===== config.mk =====
export PLATFORM = sky130hd
export DESIGN_NAME = game_top
export DESIGN_NICKNAME = d
export VERILOG_FILES = /design/src/verilog/game_pkg.sv /design/src/verilog/frame_fetch.sv /design/src/verilog/game_top.sv /design/src/verilog/pixel_out.sv /design/src/verilog/scene_ctrl.sv /design/src/verilog/video_timing.sv
export VERILOG_INCLUDE_DIRS = /design/src /design/src/include
export SDC_FILE = /design/constraint.sdc
export NUM_CORES = 1
export LEC_CHECK = 0
export BUFFER_PORTS_ARGS = -buffer_cell sky130_fd_sc_hd__buf_2
export CORE_ASPECT_RATIO = 1.75
export CORE_MARGIN = 2
export CORE_UTILIZATION = 50
export CTS_CLUSTER_SIZE = 24
export DETAILED_ROUTE_END_ITERATION = 10
export PLACE_DENSITY = 0.71
export SYNTH_ARGS = -nofsm -noshare
export SYNTH_HDL_FRONTEND = slang
export SYNTH_HIERARCHICAL = 1
export SYNTH_SLANG_ARGS = --single-unit

===== constraint.sdc =====
create_clock -name clk_hdmi -period 5.7 [get_ports clk_hdmi]
set_clock_uncertainty 0.1 [all_clocks]
set_input_delay 0.285 -clock clk_hdmi [delete_from_list [all_inputs] [get_ports clk_hdmi]]
set_output_delay 0.285 -clock clk_hdmi [all_outputs]
set_load 0.02 [all_outputs]

===== src/include/game_defs.svh =====
`ifndef GAME_DEFS_SVH
`define GAME_DEFS_SVH

// horizontal timing defaults, 1024x768 at 60 Hz
`define GAME_H_ACTIVE   1024
`define GAME_H_FRONT    24
`define GAME_H_SYNC     136
`define GAME_H_BACK     160

// vertical timing defaults, counted in lines
`define GAME_V_ACTIVE   768
`define GAME_V_FRONT    3
`define GAME_V_SYNC     6
`define GAME_V_BACK     29

// background picture index per scene
// each index selects one full frame in the picture store
`define GAME_BG_START   3'd0
`define GAME_BG_LEVEL1  3'd1
`define GAME_BG_LEVEL2  3'd2
`define GAME_BG_LEVEL3  3'd3
`define GAME_BG_PAUSE   3'd4
`define GAME_BG_OVER    3'd5
`define GAME_BG_METHOD  3'd6
`define GAME_BG_WIN     3'd7

`endif


===== src/verilog/game_pkg.sv =====
package game_pkg;

    typedef enum logic [2:0] {
        scene_start,
        scene_level1,
        scene_level2,
        scene_level3,
        scene_pause,
        scene_gameover,
        scene_method,
        scene_win
    } scene_t;

    typedef logic [6:0]  scene_code_t;     // one-hot, win is all ones
    typedef logic [10:0] pos_t;            // active-area coordinate
    typedef logic [11:0] cnt_t;            // raw h/v counter
    typedef logic [22:0] frame_addr_t;     // picture-store word address
    typedef logic [2:0]  bg_index_t;
    typedef logic [15:0] rgb565_t;
    typedef logic [23:0] rgb888_t;

    typedef struct packed {
        logic start;
        logic pause;
        logic resume;
        logic restart;
        logic method;
        logic cancel;
        logic level1;
        logic level2;
        logic level3;
        logic exit;
    } buttons_t;

    typedef struct packed {
        logic all_dead;
        logic level2_reached;
        logic level3_reached;
        logic won;
    } game_events_t;

    typedef struct packed {
        logic de;
        logic hs;               // active low
        logic vs;               // active low
        logic frame_start;      // x=0, y=0 only
        pos_t x;
        pos_t y;
    } video_pos_t;

endpackage


===== src/verilog/frame_fetch.sv =====
`include "game_defs.svh"

module frame_fetch #(
    parameter int H_ACTIVE = `GAME_H_ACTIVE,
    parameter int V_ACTIVE = `GAME_V_ACTIVE
) (
    input  logic                  clk_hdmi,
    input  logic                  rst_n,
    input  game_pkg::scene_t      scene,
    input  game_pkg::video_pos_t  vpos,
    output logic                  bg_rd_en,
    output game_pkg::frame_addr_t bg_rd_addr
);

    import game_pkg::*;

    localparam frame_addr_t LINE_WORDS  = frame_addr_t'(H_ACTIVE);
    localparam frame_addr_t FRAME_WORDS = frame_addr_t'(H_ACTIVE * V_ACTIVE);

    frame_addr_t base_q;        // background of the current frame
    frame_addr_t base_cur;
    frame_addr_t pixel_offset;

    function automatic bg_index_t scene_bg(input scene_t s);
        case (s)
            scene_start:    return `GAME_BG_START;
            scene_level1:   return `GAME_BG_LEVEL1;
            scene_level2:   return `GAME_BG_LEVEL2;
            scene_level3:   return `GAME_BG_LEVEL3;
            scene_pause:    return `GAME_BG_PAUSE;
            scene_gameover: return `GAME_BG_OVER;
            scene_method:   return `GAME_BG_METHOD;
            default:        return `GAME_BG_WIN;
        endcase
    endfunction

    // the frame_start pixel already uses the freshly latched base
    assign base_cur = vpos.frame_start ? frame_addr_t'(scene_bg(scene)) * FRAME_WORDS
                                       : base_q;
    assign pixel_offset = frame_addr_t'(vpos.y) * LINE_WORDS + frame_addr_t'(vpos.x);

    always_ff @(posedge clk_hdmi) begin
        if (vpos.frame_start) begin
            base_q <= base_cur;         // scene changes mid-frame wait for next frame
        end
        bg_rd_addr <= base_cur + pixel_offset;
    end

    always_ff @(posedge clk_hdmi) begin
        if (!rst_n) begin
            bg_rd_en <= 1'b0;
        end else begin
            bg_rd_en <= vpos.de;        // one read per active pixel
        end
    end

endmodule


===== src/verilog/game_top.sv =====
`include "game_defs.svh"

module game_top #(
    parameter int H_ACTIVE = `GAME_H_ACTIVE,
    parameter int H_FRONT  = `GAME_H_FRONT,
    parameter int H_SYNC   = `GAME_H_SYNC,
    parameter int H_BACK   = `GAME_H_BACK,
    parameter int V_ACTIVE = `GAME_V_ACTIVE,
    parameter int V_FRONT  = `GAME_V_FRONT,
    parameter int V_SYNC   = `GAME_V_SYNC,
    parameter int V_BACK   = `GAME_V_BACK
) (
    input  logic                   clk_hdmi,
    input  logic                   rst_n,
    input  game_pkg::buttons_t     buttons,
    input  game_pkg::game_events_t events,
    input  game_pkg::rgb565_t      bg_pixel,     // one cycle after bg_rd_en
    output game_pkg::scene_code_t  state_number,
    output logic                   bg_rd_en,
    output game_pkg::frame_addr_t  bg_rd_addr,
    output game_pkg::rgb888_t      lcd_data,
    output logic                   lcd_de,
    output logic                   lcd_hs,
    output logic                   lcd_vs
);

    import game_pkg::*;

    scene_t     scene;
    video_pos_t vpos;

    scene_ctrl u_scene_ctrl (
        .clk_hdmi     (clk_hdmi),
        .rst_n        (rst_n),
        .buttons      (buttons),
        .events       (events),
        .scene        (scene),
        .state_number (state_number)
    );

    video_timing #(
        .H_ACTIVE (H_ACTIVE), .H_FRONT (H_FRONT), .H_SYNC (H_SYNC), .H_BACK (H_BACK),
        .V_ACTIVE (V_ACTIVE), .V_FRONT (V_FRONT), .V_SYNC (V_SYNC), .V_BACK (V_BACK)
    ) u_video_timing (
        .clk_hdmi (clk_hdmi),
        .rst_n    (rst_n),
        .vpos     (vpos)
    );

    frame_fetch #(
        .H_ACTIVE (H_ACTIVE),
        .V_ACTIVE (V_ACTIVE)
    ) u_frame_fetch (
        .clk_hdmi   (clk_hdmi),
        .rst_n      (rst_n),
        .scene      (scene),
        .vpos       (vpos),
        .bg_rd_en   (bg_rd_en),
        .bg_rd_addr (bg_rd_addr)
    );

    pixel_out u_pixel_out (
        .clk_hdmi (clk_hdmi),
        .rst_n    (rst_n),
        .vpos     (vpos),
        .bg_pixel (bg_pixel),
        .lcd_data (lcd_data),
        .lcd_de   (lcd_de),
        .lcd_hs   (lcd_hs),
        .lcd_vs   (lcd_vs)
    );

endmodule


===== src/verilog/pixel_out.sv =====
module pixel_out (
    input  logic                 clk_hdmi,
    input  logic                 rst_n,
    input  game_pkg::video_pos_t vpos,
    input  game_pkg::rgb565_t    bg_pixel,
    output game_pkg::rgb888_t    lcd_data,
    output logic                 lcd_de,
    output logic                 lcd_hs,
    output logic                 lcd_vs
);

    import game_pkg::*;

    logic [2:0] de_d;           // [1] lines up with bg_pixel
    logic [2:0] hs_d;
    logic [2:0] vs_d;
    rgb888_t    widened;

    // repeat the top bits so full scale maps to 8'hff
    assign widened = {bg_pixel[15:11], bg_pixel[15:13],
                      bg_pixel[10:5],  bg_pixel[10:9],
                      bg_pixel[4:0],   bg_pixel[4:2]};

    always_ff @(posedge clk_hdmi) begin
        if (!rst_n) begin
            de_d     <= '0;
            hs_d     <= '1;         // syncs idle high
            vs_d     <= '1;
            lcd_data <= '0;
        end else begin
            de_d     <= {de_d[1:0], vpos.de};
            hs_d     <= {hs_d[1:0], vpos.hs};
            vs_d     <= {vs_d[1:0], vpos.vs};
            lcd_data <= de_d[1] ? widened : '0;     // blank outside active area
        end
    end

    assign lcd_de = de_d[2];
    assign lcd_hs = hs_d[2];
    assign lcd_vs = vs_d[2];

endmodule


===== src/verilog/scene_ctrl.sv =====
module scene_ctrl (
    input  logic                   clk_hdmi,
    input  logic                   rst_n,
    input  game_pkg::buttons_t     buttons,
    input  game_pkg::game_events_t events,
    output game_pkg::scene_t       scene,
    output game_pkg::scene_code_t  state_number
);

    import game_pkg::*;

    localparam scene_code_t CODE_START    = 7'b0000001;
    localparam scene_code_t CODE_LEVEL1   = 7'b0000010;
    localparam scene_code_t CODE_LEVEL2   = 7'b0000100;
    localparam scene_code_t CODE_LEVEL3   = 7'b0001000;
    localparam scene_code_t CODE_PAUSE    = 7'b0010000;
    localparam scene_code_t CODE_GAMEOVER = 7'b0100000;
    localparam scene_code_t CODE_METHOD   = 7'b1000000;
    localparam scene_code_t CODE_WIN      = 7'b1111111;

    scene_t scene_next;
    scene_t saved_level;        // level to return to from pause
    scene_t saved_next;

    function automatic scene_code_t scene_code(input scene_t s);
        case (s)
            scene_start:    return CODE_START;
            scene_level1:   return CODE_LEVEL1;
            scene_level2:   return CODE_LEVEL2;
            scene_level3:   return CODE_LEVEL3;
            scene_pause:    return CODE_PAUSE;
            scene_gameover: return CODE_GAMEOVER;
            scene_method:   return CODE_METHOD;
            default:        return CODE_WIN;
        endcase
    endfunction

    always_comb begin
        scene_next = scene;
        saved_next = saved_level;
        case (scene)
            scene_level1, scene_level2, scene_level3: begin
                if (buttons.exit) begin
                    scene_next = scene_start;
                end else if (buttons.pause) begin
                    saved_next = scene;                     // remember where we left
                    scene_next = scene_pause;
                end else if (events.all_dead) begin
                    scene_next = scene_gameover;
                end else if (scene == scene_level1 && events.level2_reached) begin
                    scene_next = scene_level2;
                end else if (scene == scene_level2 && events.level3_reached) begin
                    scene_next = scene_level3;
                end else if (scene == scene_level3 && events.won) begin
                    scene_next = scene_win;
                end
            end
            scene_start: begin
                if (buttons.start || buttons.level1) begin
                    scene_next = scene_level1;
                end else if (buttons.level2) begin
                    scene_next = scene_level2;
                end else if (buttons.level3) begin
                    scene_next = scene_level3;
                end else if (buttons.method) begin
                    scene_next = scene_method;
                end
            end
            scene_method: begin
                if (buttons.cancel) begin
                    scene_next = scene_start;
                end
            end
            scene_pause: begin
                if (buttons.resume) begin
                    scene_next = saved_level;
                end else if (buttons.restart) begin
                    scene_next = scene_start;
                end
            end
            default: begin                                  // gameover and win
                if (buttons.restart) begin
                    scene_next = scene_start;
                end
            end
        endcase
    end

    always_ff @(posedge clk_hdmi) begin
        if (!rst_n) begin
            scene        <= scene_start;
            saved_level  <= scene_level1;
            state_number <= CODE_START;
        end else begin
            scene        <= scene_next;
            saved_level  <= saved_next;
            state_number <= scene_code(scene_next);        // code tracks the scene register
        end
    end

endmodule


===== src/verilog/video_timing.sv =====
`include "game_defs.svh"

module video_timing #(
    parameter int H_ACTIVE = `GAME_H_ACTIVE,
    parameter int H_FRONT  = `GAME_H_FRONT,
    parameter int H_SYNC   = `GAME_H_SYNC,
    parameter int H_BACK   = `GAME_H_BACK,
    parameter int V_ACTIVE = `GAME_V_ACTIVE,
    parameter int V_FRONT  = `GAME_V_FRONT,
    parameter int V_SYNC   = `GAME_V_SYNC,
    parameter int V_BACK   = `GAME_V_BACK
) (
    input  logic                 clk_hdmi,
    input  logic                 rst_n,
    output game_pkg::video_pos_t vpos
);

    import game_pkg::*;

    // sync interval follows active area and front porch
    localparam cnt_t H_SYNC_BEG = cnt_t'(H_ACTIVE + H_FRONT);
    localparam cnt_t H_SYNC_END = cnt_t'(H_ACTIVE + H_FRONT + H_SYNC);
    localparam cnt_t H_LAST     = cnt_t'(H_ACTIVE + H_FRONT + H_SYNC + H_BACK - 1);
    localparam cnt_t V_SYNC_BEG = cnt_t'(V_ACTIVE + V_FRONT);
    localparam cnt_t V_SYNC_END = cnt_t'(V_ACTIVE + V_FRONT + V_SYNC);
    localparam cnt_t V_LAST     = cnt_t'(V_ACTIVE + V_FRONT + V_SYNC + V_BACK - 1);

    cnt_t h_cnt;
    cnt_t v_cnt;
    logic h_active;
    logic v_active;

    assign h_active = (h_cnt < cnt_t'(H_ACTIVE));
    assign v_active = (v_cnt < cnt_t'(V_ACTIVE));

    always_ff @(posedge clk_hdmi) begin
        if (!rst_n) begin
            h_cnt <= '0;
            v_cnt <= '0;
        end else if (h_cnt == H_LAST) begin
            h_cnt <= '0;
            v_cnt <= (v_cnt == V_LAST) ? '0 : v_cnt + 1'b1;   // wrap at end of frame
        end else begin
            h_cnt <= h_cnt + 1'b1;
        end
    end

    always_ff @(posedge clk_hdmi) begin
        if (!rst_n) begin
            vpos <= '{de: 1'b0, hs: 1'b1, vs: 1'b1, frame_start: 1'b0, x: '0, y: '0};
        end else begin
            vpos.de          <= h_active && v_active;
            vpos.hs          <= !(h_cnt >= H_SYNC_BEG && h_cnt < H_SYNC_END);
            vpos.vs          <= !(v_cnt >= V_SYNC_BEG && v_cnt < V_SYNC_END);
            vpos.frame_start <= (h_cnt == '0) && (v_cnt == '0);
            vpos.x           <= h_active ? pos_t'(h_cnt) : '0;
            vpos.y           <= v_active ? pos_t'(v_cnt) : '0;
        end
    end

endmodule

==> results of run 1 <==
==> logic make-up after synthesis <==
logic type / Yosys count
AO/OA/AOI/OAI: 102
XOR/XNOR: 33
adder cells (fa/ha/maj): 52
buffers and inverters: 48
flip-flops: 135
multiplexers: 6
other: 1
AND/OR/NAND/NOR: 220
==> what timing repair did <==
item,4_1_cts,5_1_grt
endpoints found under the hold margin,4,0
endpoints found under the setup margin,0,0
hold buffers,4,0
==> critical path, cell delays in order, from the launching register on <==
cell and delay, ps:
dfxtp_1 300, buf_4 440, nor2b_1 150, ha_1 300, ha_1 230, fa_1 420
a21o_1 230, a221oi_2 440, o21bai_4 150, a31oi_4 280, o21ai_0 160, xor2_1 160
==> cells in the final DEF (no fill, tap or decap), types with 23 or more instances in the layout <==
master,count
dfxtp_1,112
buf_2,89
ha_1,49
nand2_1,31
a21oi_1,30
and2_1,26
nor2_1,24
and3_1,24
o21ai_0,23
edfxtp_1,23
==> flip-flops by register name, indices dropped and copies added (netlist names) <==
signal / count
u_scene_ctrl/saved_level: 3
u_pixel_out/lcd_data: 16
u_scene_ctrl/state_number: 7
u_frame_fetch/bg_rd_en: 1
u_video_timing/vpos: 26
u_video_timing/v_cnt: 12
u_video_timing/h_cnt: 12
u_pixel_out/vs_d: 3
u_scene_ctrl/scene: 3
u_pixel_out/hs_d: 3
u_pixel_out/de_d: 3
u_frame_fetch/base_q: 23
u_frame_fetch/bg_rd_addr: 23
==> cell usage after synthesis, types with 4 or more instances <==
master / n / area (µm²)
a21oi_1: 30 / 150.1
nand3_1: 13 / 65.06
mux2_2: 4 / 45.04
nor2_1: 24 / 90.09
xor2_1: 12 / 105.1
and2_1: 26 / 162.7
nor2b_1: 22 / 137.6
or2_2: 4 / 25.02
nand2_1: 31 / 116.4
nor4_1: 6 / 37.54
clkbuf_1: 15 / 56.30
nor3_1: 14 / 70.07
buf_2: 5 / 25.02
or3_1: 12 / 75.07
edfxtp_1: 23 / 690.7
and3_1: 24 / 150.1
ha_1: 49 / 613.1
nand2b_1: 7 / 43.79
o21ai_0: 23 / 115.1
dfxtp_1: 112 / 2242
or4_4: 4 / 45.04
inv_1: 16 / 60.06
a21o_1: 9 / 67.56
buf_4: 10 / 75.07
nand4_1: 13 / 81.33
xnor2_1: 21 / 183.9
==> worst paths after layout <==
check | from | endpoint | slack, ps
min | bg_pixel[7] | u_pixel_out/lcd_data[12] | 10
max reg2reg | u_video_timing/vpos[22] | u_frame_fetch/bg_rd_addr[15] | 2200
max | u_video_timing/vpos[22] | u_frame_fetch/bg_rd_addr[15] | 2200
min reg2reg | u_pixel_out/vs_d[1] | u_pixel_out/vs_d[2] | 310
==> power breakdown <==
part | internal (µW) | switching [µW]
Clock | 856 | 412
Combinational | 113 | 180
Sequential | 1030 | 24.2
Total | 2000 | 616
==> per-stage QoR <==
step                      power (µW)  area, µm²
after floorplan                 1279       6183
after global placement          1363       6670
after detailed placement        1369       6670
after CTS                       2650       7401
after global routing            2721       7407
final                           2617       7407
==> metal layers <==
| metal | GRT usage [%] | vias to the layer above |
|---|---|---|
| met1 | 21.09 | 2222 |
| met3 | 4.741 | 29 |
| li1 | - | 2295 |
| met5 | 0 | - |
| met2 | 37.23 | 119 |
| met4 | 9.470 | 0 |
==> final cells by class <==
class	count	area, µm²
clock buffer	20	457.9
multi-input combinational	415	3024
sequential	135	2933
fill	1039	4662
clock inverter	12	232.7
inverter	16	60.06
tap	165	206.4
timing repair buffer	94	493.0
==> reports/metrics.cfg, run 1 <==
[floorplan]
rows = 53
ios = 90
die_h_um = 151.1
fp.dieW_um = 88.04
die-area_um2 = 13300
start_util_pct = 51.20
core_um2 = 12070

[timing]
fmax_mhz = 285.6
hold-worst-slack_ps = 14.76
period_share_pct = 61.43
rsz0062_at_grt = false
hold_violations = 0
min_period_ps = 3502
worst_pin_slew_ps = 776.0
setup_violations = 0
worst_slack_ps = 2198
fin_tns_setup_ps = 0
drv_slew = 0
maxSlewHeadroom_pct = 47.79

[min_path]
worstHoldPathCells = 2
min_path_type = in -> reg

[cts]
htreeDepth = 4
post-cts-setup-buffer-count = 0
clock_latency_ps = 410
clk_pin_slew_worst_paths_ps = 60
cts_root_buf = clkbuf_16
cts-resized-gates = 0
cts_sinks = 135
clk_path_buf_depth = 2
cts_tree = done
numCtsBuffers = 17

[global_routing]
grt_pass1_vias = 4605
grt-ovfl-total = 0
grt_max_degree = 50
antenna_found_initial = 0
grt_first_pass_wirelength_um = 20990
grt_use_total_pct = 20.21

[detailed_routing]
viasPerCell = 5.443
first_pass_iters = 5
m1WireLength_um = 4943
postRouteAntennaNets = 0
maxUsedRoutingLayer = met4
routed_wl_um = 12780
wl_met3_um = 416
met2_length_um = 7089
drt_iter0_markers = 228
wire_per_inst_um = 14.91
vias = 4665
drcViolationCount = 0

[place]
dpl.hpwl_um = 9338
place_ws_ps = 2220
dp_cells = 821
gp_congestion = 0.9217
port-buffer-count = 89

[logic_synthesis]
synth_seq_cells = 135
syn_area_um2 = 6180
synth-edff-count = 23
synthAdderAreaFrac_pct = 10.89
synth_cell_types = 68
synth.mux.area_fraction_pct = 1.053
syn_inst = 597
ys_seq_area_share_pct = 47.46
syn_avg_cell_area_um2 = 10.35
synth_compound_area_share_pct = 11.54
yosys_warnings = 6
async_flop_share_pct = 0
ys.flop_type = dfxtp_1
synth_top_family_by_area = simple AND/OR/NAND/NOR gates
synth_xor_area_share_pct = 4.677
yosys.area_share.simple_pct = 20.55

[critical_path]
r2r_cells = 11
crit_fanout = 47
start_kind = flip-flop
crit_type = reg -> reg
critPathArrivalTime_ps = 3690
cp.required_ps = 5890
end_kind = flip-flop

[layout]
nets = 763
drive_gt1_share_pct = 21.53
stdcell_count = 857
final_util_pct = 61.37
area_growth_pct = 19.86
antenna_cells = 0

[power_and_ir_drop]
cellPowerDensity_nw_per_um2 = 353.4
p_leak_uw = 0.003337
ir_worst_vdd_uv = 223.3

[status]
outcome = complete, no violations

[job]
maxCapViolCount = 0

Power figures use the tool's default switching activity.
==> run 2, diff against run 1 <==
==> constraint.sdc (replaced) <==
create_clock -name clk_hdmi -period 3.55 [get_ports clk_hdmi]
set_clock_uncertainty 0.1 [all_clocks]
set_input_delay 0.1775 -clock clk_hdmi [delete_from_list [all_inputs] [get_ports clk_hdmi]]
set_output_delay 0.1775 -clock clk_hdmi [all_outputs]
set_load 0.02 [all_outputs]
==> run 2 against run 1 <==
Effect of this change: via count rose by 1.9%; non-clock buffer count rose by 17; critical path depth fell by 1; power rose by 49%; register-to-register slack got worse by 1700 ps.
==> reports/metrics.cfg, run 2 (synthesis gave the netlist of run 1 again) <==
[status]
outcome = complete, no violations

[timing]
rsz0062_at_grt = false
min_period_ps = 3060
worst_pin_slew_ps = 795.1
fmax_mhz = 326.8
drv_slew = 0
fin_tns_setup_ps = 0
hold_violations = 0
maxSlewHeadroom_pct = 46.51
period_share_pct = 86.21
setup_violations = 0

[layout]
nFillCells = 1007
stdcell_count = 874
final_common_cell = dfxtp_1
largest_register_ffs = 26
area_growth_pct = 20.89
final_util_pct = 61.90
antenna_cells = 0
top_register = u_video_timing/vpos
multi_input_area_um2 = 3018
largest_registers = u_video_timing/vpos x26, u_frame_fetch/base_q x23, u_frame_fetch/bg_rd_addr x23
drive_gt1_share_pct = 21.72
mostFrequentLayoutCells = 111 x dfxtp_1, 89 x buf_2, 49 x ha_1
nets = 780
area.sequential_um2 = 2934
final_area_um2 = 7471

[floorplan]
start_util_pct = 51.20
fp.dieW_um = 88.04
rows = 53
core_um2 = 12070
die_h_um = 151.1
ios = 90
die-area_um2 = 13300

[critical_path]
start_kind = flip-flop
crit_fanout = 7
worstReg2RegEnd = u_frame_fetch/bg_rd_addr[19]
reg2reg_slack_ps = 490
cp.required_ps = 3800
r2r_cells = 10
crit_type = reg -> reg
end_kind = flip-flop
reg2reg_from = u_video_timing/vpos[22]
critPathArrivalTime_ps = 3310

[min_path]
holdPathEnd = u_scene_ctrl/saved_level[0]
min_path_type = in -> reg
worstHoldStart = buttons[0]
worstHoldPathCells = 4

[global_routing]
use_met3_pct = 5.504
grt-ovfl-total = 0
met2_usage_pct = 38.52
grt_first_pass_wirelength_um = 21400
grt_max_degree = 49
antenna_found_initial = 0
busiest_layer = met2
gr-usage-met1_pct = 20.52
grt_use_total_pct = 20.75
grt_pass1_vias = 4692

[place]
dpl.hpwl_um = 9406
dpl-instance-area_um2 = 6714
dp_cells = 825
gp_congestion = 0.9076
port-buffer-count = 89

[job]
maxCapViolCount = 0

[power_and_ir_drop]
cellPowerDensity_nw_per_um2 = 522.1
p_leak_uw = 0.003366
ir_worst_vdd_uv = 439.9

[cts]
clock_latency_ps = 420
post-cts-setup-buffer-count = 0
clk_pin_slew_worst_paths_ps = 60
clk_path_buf_depth = 2
numCtsBuffers = 17
cts_root_buf = clkbuf_16
cts_sinks = 135
htreeDepth = 4
cts_tree = done

[detailed_routing]
viasPerCell = 5.437
postRouteAntennaNets = 0
drcViolationCount = 0
first_pass_iters = 5
wire_per_inst_um = 15.06
vias = 4752
drt_iter0_markers = 212
routed_wl_um = 13160

-- run 2: repair_timing --
item / 4_1_cts / 5_1_grt
resized for setup: 0 / 0
hold buffers: 17 / 0
hold endpoints to repair: 17 / 0
-- run 2: worst max-delay path by stage --
stage / from / to / slack (ps) / cells past startpoint
after floorplan: u_video_timing/vpos[22] / u_frame_fetch/bg_rd_addr[19] / 170 / 11
after global placement: u_frame_fetch/base_q[1] / u_frame_fetch/bg_rd_addr[19] / 580 / 10
final: u_video_timing/vpos[22] / u_frame_fetch/bg_rd_addr[19] / 490 / 10
after CTS: u_video_timing/vpos[22] / u_frame_fetch/bg_rd_addr[19] / 490 / 10
after detailed placement: u_video_timing/vpos[22] / u_frame_fetch/bg_rd_addr[19] / 510 / 10
after global routing: u_video_timing/vpos[22] / u_frame_fetch/bg_rd_addr[15] / 300 / 10
-- run 2: where the power goes --
| group | switching [µW] | internal [µW] | total, µW |
|---|---|---|---|
| combinational | 307 | 198 | 505 |
| sequential | 31.0 | 1660 | 1690 |
| clock | 685 | 1020 | 1710 |
-- run 2: routing by layer --
metal / wire, µm / vias to the layer above
met4: 502 / 0
li1: - / 2340
met1: 4989 / 2235
met5: 0 / -
met3: 442 / 37
met2: 7227 / 140
-- run 2: final cells by class --
type                    count  share of cell area [%]
inverters                  16                  0.8039
clock inverters            13                   1.775
repair buffers            111                   8.910
well taps                 165                   2.763
flip-flops and latches    135                   39.27
multi-input cells         415                   40.40
clock buffers              19                   6.079
-- run 2: critical path, cell delays in order, from the launching register on --
cell and delay, ps:
dfxtp_2 370, nor2b_1 180, ha_1 260, ha_1 230, fa_1 420, a21o_1 230
a221oi_2 420, o21bai_4 160, a221o_1 350, a21oi_2 150, xnor2_1 120
-- run 2: metrics by stage --
step	power, µW	setup slack [ps]	hold WS (ps)
detailed placement	2209	509.1	296.2
global placement	2195	578.2	286.1
floorplan	2053	170.5	149.3
finish	3901	489.7	64.72
CTS	3947	489.2	47.98
global route	4072	303.4	85.82
==> run 3, diff against run 2 <==
--- a/config.mk
+++ b/config.mk
@@ -6,13 +6,16 @@
 export SDC_FILE = /design/constraint.sdc
 export NUM_CORES = 1
 export LEC_CHECK = 0
+export ABC_AREA = 0
 export BUFFER_PORTS_ARGS = -buffer_cell sky130_fd_sc_hd__buf_2
+export CELL_PAD_IN_SITES_DETAIL_PLACEMENT = 0
+export CELL_PAD_IN_SITES_GLOBAL_PLACEMENT = 1
 export CORE_ASPECT_RATIO = 1.75
 export CORE_MARGIN = 2
-export CORE_UTILIZATION = 50
+export CORE_UTILIZATION = 45
 export CTS_CLUSTER_SIZE = 24
 export DETAILED_ROUTE_END_ITERATION = 10
-export PLACE_DENSITY = 0.71
+export PLACE_DENSITY_LB_ADDON = 0.1
 export SYNTH_ARGS = -nofsm -noshare
 export SYNTH_HDL_FRONTEND = slang
 export SYNTH_HIERARCHICAL = 1
==> run 3 against run 2 <==
Effect of this change: critical path type unchanged; largest power group unchanged; non-clock buffer count rose by 2; critical endpoint is now u_frame_fetch/bg_rd_addr[22]; largest cell class unchanged; critical path depth down 1; via count is 2.5% lower; highest routed layer unchanged.
==> reports/metrics.cfg, run 3 (synthesis gave the netlist of run 1 again) <==
[floorplan]
rows = 56
core_um2 = 13380
die_h_um = 159.0
start_util_pct = 46.18
ios = 90
fp.dieW_um = 92.59
die-area_um2 = 14720

[layout]
largest_registers = u_video_timing/vpos x26, u_frame_fetch/base_q x23, u_frame_fetch/bg_rd_addr x23
mostFrequentLayoutCells = 111 x dfxtp_1, 89 x buf_2, 49 x ha_1
largest_register_ffs = 26
nFillCells = 1216
final_common_cell = dfxtp_1
stdcell_count = 885
area_growth_pct = 21.68
antenna_cells = 0
top_register = u_video_timing/vpos
drive_gt1_share_pct = 22.08
final_area_um2 = 7520
nets = 782

[detailed_routing]
postRouteAntennaNets = 0
vias = 4631
routed_wl_um = 13610
first_pass_iters = 4
drt_iter0_markers = 152
viasPerCell = 5.233
wire_per_inst_um = 15.38
drcViolationCount = 0

[place]
dpl-instance-area_um2 = 6740
dpl.hpwl_um = 9994
dp_cells = 836
gp_congestion = 0.8849
port-buffer-count = 89

[timing]
maxSlewHeadroom_pct = 45.92
rsz0062_at_grt = false
fmax_mhz = 311.2
setup_violations = 0
drv_slew = 0
worst_pin_slew_ps = 803.7
min_period_ps = 3214
hold-worst-slack_ps = 82.30
fin_tns_setup_ps = 0
period_share_pct = 90.53
hold_violations = 0

[cts]
cts-resized-gates = 0
cts_tree = done
cts_sinks = 135
cts_root_buf = clkbuf_16
cts_hold_buffers = 17
numCtsBuffers = 17
clk_path_buf_depth = 2
clk_pin_slew_worst_paths_ps = 60
post-cts-setup-buffer-count = 0
clock_latency_ps = 410
htreeDepth = 4

[critical_path]
reg2reg_from = u_scene_ctrl/scene[2]
crit_type = reg -> reg
start_kind = flip-flop
critPathArrivalTime_ps = 3390
worstReg2RegEnd = u_frame_fetch/bg_rd_addr[22]
reg2reg_slack_ps = 340
end_kind = flip-flop
cp.required_ps = 3730
r2r_cells = 9
crit_fanout = 12

[power_and_ir_drop]
cellPowerDensity_nw_per_um2 = 529.4
pwr-share-clk_pct = 44.8
switching_share_pct = 25.97
ir_worst_vdd_uv = 321.3
p_comb_share_pct = 12.8
p_leak_uw = 0.003380
seqPwrFrac_pct = 42.4
netSwitchingPower_uw = 1034
p_int_uw = 2947

[global_routing]
grt_use_total_pct = 19.39
grt-ovfl-total = 0
grt_first_pass_wirelength_um = 22650
antenna_found_initial = 0
grt_max_degree = 49
grt_pass1_vias = 4677

[min_path]
worstHoldPathCells = 4
worstHoldStart = buttons[0]
min_path_type = in -> reg
holdPathEnd = u_scene_ctrl/saved_level[0]

[job]
maxCapViolCount = 0

[status]
outcome = complete, no violations

[run 3: cell types whose count changed in the layout (fill, tap and decap cells not counted)]
cell / before / now
buf_4: 4 / 6
bufinv_16: 1 / 2
clkbuf_1: 1 / 0
clkinv_2: 0 / 1
clkinv_4: 5 / 4
clkinvlp_4: 0 / 2
inv_4: 1 / 0
inv_6: 6 / 5
[run 3: worst max-delay path: stages (launching register included)]
cell and delay (ps):
dfxtp_1 590, fa_1 490, mux2_2 280, ha_1 270, ha_1 370, inv_1 170
o221ai_1 170, a21oi_1 350, or2_2 170, o221ai_1 100
[run 3: how the worst max path moves through the flow]
stage                                 start                            to  slack [ps]  cells after the start
floorplan           u_video_timing/vpos[22]  u_frame_fetch/bg_rd_addr[19]         170                     11
CTS                   u_scene_ctrl/scene[2]  u_frame_fetch/bg_rd_addr[22]         310                      9
finish                u_scene_ctrl/scene[2]  u_frame_fetch/bg_rd_addr[22]         340                      9
global placement      u_scene_ctrl/scene[2]  u_frame_fetch/bg_rd_addr[22]         330                      9
detailed placement    u_scene_ctrl/scene[2]  u_frame_fetch/bg_rd_addr[22]         320                      9
global route          u_scene_ctrl/scene[2]  u_frame_fetch/bg_rd_addr[22]         220                      9
[run 3: power by group through the flow]
stage,clock (µW),sequential [µW],combinational [µW]
floorplan,0,1790,259
global placement,0,1720,494
detailed placement,0,1720,498
CTS,1820,1690,515
global route,1890,1700,563
finish,1790,1690,509
[run 3: cell type report]
class                           count  area [µm²]  area share, %
Multi-Input combinational cell    415        3018          40.13
Sequential cell                   135        2934          39.02
Timing Repair Buffer              113       680.7          9.052
Clock buffer                       18       450.4          5.990
Tap cell                          174       217.7          2.895
Clock inverter                     14       158.9          2.113
Inverter                           16       60.06         0.7987
[run 3: per-layer routing]
metal  share of wire (%)  track usage (%)  up-vias
li1                    -                -     2338
met1                  39            20.95     2163
met2                  54            34.57       96
met3                 2.6            4.070       34
met4                 3.6            10.58        0
met5                   0                0        -
[run 3: through the flow]
stage	setup WS (ps)	utilization, %	total power (µW)
after floorplan	170.5	-	2053
after global placement	335.0	50.36	2214
after detailed placement	322.0	50.36	2221
after CTS	312.9	56.19	4028
after global routing	215.7	56.19	4153
final	336.4	56.19	3981
